--- src/logic/countConnected_consts.svh ---
`ifndef COUNT_CONNECTED_CONSTS_SVH
`define COUNT_CONNECTED_CONSTS_SVH

// one truth table per word, also the bus data width
`define CC_GRAPH_BITS 128
`define CC_CUBE_DIM 7

// word address map: graphs from 0, results from CC_RESULT_BASE
`define CC_ADDR_BITS 8
`define CC_RESULT_BASE 128

// at most 64 components in a 7-cube
`define CC_COUNT_BITS 7
`define CC_JOB_BITS 8

`define CC_NUM_CORES 3

`endif

--- src/logic/countConnectedPkg.sv ---
`include "countConnected_consts.svh"

package countConnectedPkg;

    // master side of a Wishbone classic transfer
    typedef struct packed {
        logic cyc;
        logic stb;
        logic we;
        logic [`CC_ADDR_BITS-1:0] adr;
        logic [`CC_GRAPH_BITS-1:0] dat;
    } wbReq;

    // slave side
    typedef struct packed {
        logic ack;
        logic [`CC_GRAPH_BITS-1:0] dat;
    } wbRsp;

    typedef struct packed {
        logic valid;
        logic [`CC_JOB_BITS-1:0] index;
    } jobAssign;

    typedef enum logic [2:0] {
        coreIdle,
        coreClaim,
        coreFetch,
        coreCount,
        coreStore
    } coreState;

    typedef enum logic [1:0] {
        explIdle,
        explSeed,
        explExpand,
        explRemove
    } explorerState;

endpackage

--- src/logic/jobDispatcher.sv ---
`timescale 1ns/1ps
`include "countConnected_consts.svh"

module jobDispatcher #(
    parameter int numCores = `CC_NUM_CORES
) (
    input  logic clk,
    input  logic rst,
    input  logic start,
    input  logic [`CC_JOB_BITS-1:0] jobCount,
    input  logic [numCores-1:0] jobReq,
    input  logic [numCores-1:0] jobDone,
    output countConnectedPkg::jobAssign job [numCores],
    output logic busy
);
    logic [`CC_JOB_BITS-1:0] total;
    logic [`CC_JOB_BITS-1:0] issued;
    logic [`CC_JOB_BITS-1:0] finished;
    logic canIssue;
    logic [numCores-1:0] grant;

    assign canIssue = busy && (issued < total);

    // lowest requesting core wins
    assign grant = canIssue ? (jobReq & (~jobReq + 1'b1)) : '0;

    for (genvar i = 0; i < numCores; i++) begin : assignOut
        assign job[i] = '{valid: grant[i], index: issued};
    end

    always_ff @(posedge clk) begin
        if (rst) begin
            total <= '0;
            issued <= '0;
            finished <= '0;
            busy <= 1'b0;
        end else if (start) begin
            total <= jobCount;
            issued <= '0;
            finished <= '0;
            busy <= (jobCount != '0);
        end else begin
            if (|grant) begin
                issued <= issued + 1'b1;
            end
            // several cores may finish in the same cycle
            finished <= finished + `CC_JOB_BITS'($countones(jobDone));
            if (busy && finished == total) begin
                busy <= 1'b0;
            end
        end
    end

    // a core only reports jobs it was handed
    doneAfterIssue: assert property (@(posedge clk) disable iff (rst)
        finished <= issued);

endmodule

--- config.mk ---
export PLATFORM = sky130hd
export DESIGN_NAME = jobDispatcher
export DESIGN_NICKNAME = d
export VERILOG_FILES = /design/src/logic/countConnectedPkg.sv /design/src/logic/jobDispatcher.sv
export VERILOG_INCLUDE_DIRS = /design/src /design/src/logic
export SDC_FILE = /design/constraint.sdc
export NUM_CORES = 1
export LEC_CHECK = 0
export BUFFER_PORTS_ARGS = -buffer_cell sky130_fd_sc_hd__buf_4
export CAP_MARGIN = 10
export CORE_UTILIZATION = 30
export CTS_BUF_LIST = sky130_fd_sc_hd__clkbuf_16
export DETAILED_ROUTE_END_ITERATION = 8
export HOLD_SLACK_MARGIN = 0.1
export PLACE_DENSITY = 0.5
export SLEW_MARGIN = 0
export SYNTH_ARGS = -nofsm -noshare
export SYNTH_HDL_FRONTEND = slang
export SYNTH_SLANG_ARGS = --single-unit
--- constraint.sdc ---
create_clock -name clk -period 2.44 [get_ports clk]
set_clock_uncertainty 0.1 [all_clocks]
set_input_delay 0 -clock clk [delete_from_list [all_inputs] [get_ports clk]]
set_output_delay 0 -clock clk [all_outputs]
set_load 0.01 [all_outputs]
==> results.toml <==
[cells_and_area]
area_growth_syn_to_layout_pct = 46.0
drive_gt1_share_pct = 25.2
layout_commonest_cell = "buf_4"
final_nets = 268
final_cell_mix = "buf_4 (51), dlygate4sd3_1 (29), dfxtp_1 (24), nor2_1 (21)"
insertedDiodeCount = 0
instances_no_fill = 305

[sta]
report.final.hold_viol_count = 0
fin_tns_setup_ps = 0
post-route-period-util_pct = 95.7
tightest_slew_ps = 431
post-route-min-period_ps = 2330
maxSlewViolCount = 0
fmax_mhz = 428
setup_viol = 0
timing.slew.headroom_pct = 71.1

[place]
place_inst = 270
dp_hpwl_um = 2550
gp_congestion = 0.747
io_buffers = 44

[clocking]
cts_tree = "yes"
htreeDepth = 1
cts_sinks = 25
cts_buffer_depth = 2
clk_latency_ps = 260
numCtsBuffers = 3
cts_root_buffer = "clkbuf_16"
clk_pin_slew_ps = 70

[synth]
syn_nets = 206
synth_area_um2 = 1520
synthFlopType = "dfxtp_1"
synth-edff-count = 0
syn_inst = 177
synth.area.top_cells = "dfxtp_1 (33%), buf_4 (8.4%), ha_1 (8.2%)"
yosys_warnings = 0
ys_ff_latch = 25
synth_top_cell_by_area = "dfxtp_1"
synth_cell_types = 35
synth_top_area_share_pct = 32.9
async_flop_share_pct = 0
seq_area_frac_synth_pct = 32.9
avgSynthCellArea_um2 = 8.59

[routing]
drc = 0
via_count = 1386
routed_wl_um = 3640
drtPass1Iterations = 3
wl_per_cell_um = 11.9
final_antenna_net_count = 0
drtIter0Drc = 85
avgViaCountPerCell = 4.54

[floorplanning]
core.rowCount = 25
die_w_um = 73.2
die_h_um = 73.2
dieArea_um2 = 5360
start_util_pct = 31.8
coreArea_um2 = 4790
ioPinCount = 45

[global_route]
first_global_vias = 1319
grt_overflow = 0
grt_max_degree = 17
grt_usage_pct = 15.1
antenna_found_initial = 0
grt_pass1_wl_um = 6170

[worst_hold_path]
hold_class = "in2reg"

[pwr]
pwr_density_cell_nw_per_um2 = 453
fin_total_pwr_mw = 1.01
p_leak_nw = 1.02
irDropWorstVdd_v = 0.000389

[setup_path]
timing.rr.start = "total[2]"
timing.rr.end = "issued[6]"
crit_fanout = 7
crit_end = "job[8]"
crit_arrival_ps = 2230
crit_start = "total[2]"
reg2reg_slack_ps = 110
end_kind = "output port"
rr_worst_depth = 8
critical_path_class = "reg2out"
worstPathRequired_ps = 2340
startpoint_type = "flop"

[outcome]
status = "complete, no violations"

[job]
drv_cap = 0
worst max-delay path, stage by stage, from the launching register on:
cell,delay (ps)
dfxtp_2,340
inv_1,40
ha_1,290
a211oi_2,210
o21ai_1,110
a211o_2,380
buf_4,170
nor4b_2,260
buf_4,160
state kept, by name, summed over array words and instances, names as in the netlist:
register / flops
issued: 8
total: 8
finished: 8
busy: 1
worst min path at each step:
| stage | from | end | slack [ps] | cells after the start |
|---|---|---|---|---|
| after CTS | jobReq[1] | issued[1] | 140 | 4 |
| after global placement | jobCount[7] | total[7] | 150 | 3 |
| final | jobDone[1] | finished[0] | 140 | 4 |
| after global routing | jobDone[1] | finished[0] | 160 | 4 |
| after detailed placement | jobCount[6] | total[6] | 150 | 3 |
| after floorplan | jobReq[1] | job[8] | -50 | 1 |
through the flow:
stage / hold WS, ps / setup slack, ps / cell area (um^2) / utilization, %
finish: 136 / 105 / 2220 / 46.4
global placement: 147 / 195 / 1820 / 38.1
CTS: 138 / 8.03 / 2200 / 45.9
detailed placement: 152 / 172 / 1820 / 38.1
floorplan: -49.6 / 252 / 1520 / -
global route: 159 / -1.96 / 2220 / 46.4
where the power goes:
part	internal (mW)	switching (mW)
logic	0.108	0.0779
registers	0.422	0.0178
clock network	0.226	0.153
total	0.756	0.249
cell usage after synthesis (2+ instances only):
master and count:
a21oi_1 9, and2_1 2, and3_1 2, buf_4 17, clkbuf_1 6, dfxtp_1 25
fa_1 2, ha_1 10, inv_1 11, mux2i_1 8, nand2_1 9, nand3_1 4
nand4_1 3, nor2_1 21, nor2b_1 3, nor3_1 2, nor4_1 4, o21ai_0 2
o31ai_1 5, or3_1 2, or4_1 5, xnor2_1 2, xor2_1 11
timing repair:
| action | CTS | global route |
|---|---|---|
| pin swaps | 1 | 3 |
| gates resized for setup | 0 | 3 |
| endpoints found under the hold margin | 11 | 0 |
| setup endpoints to repair | 1 | 1 |
| hold buffers | 29 | 0 |
| buffers inserted | 0 | 2 |
metal layers:
metal | vias to the layer above | share of wire (%) | GRT usage (%)
met4 | 0 | 0.74 | 3.92
met2 | 32 | 47 | 25.9
met5 | - | 0 | 0
met1 | 631 | 49 | 18.9
li1 | 721 | - | -
met3 | 2 | 3.7 | 3.31
cell type report:
cell class,instances,area [um^2]
multi-input combinational,118,836
clock inverter,1,8.76
sequential,25,502
inverter,11,41.3
tap,67,83.8
timing repair buffer,80,673
fill,494,2570
clock buffer,3,75.1
cells by family after synthesis:
family	count (synthesis)	synth area share [%]
muxes	8	5.27
AOI/OAI and AO/OA	25	10.9
adders and majority gates	12	10.9
and+or+nand+nor	60	19.9
buffers and inverters	34	12.6
DFF	25	32.9
xor gates and xnor gates	13	7.49
(Power assumes the default switching activity.)
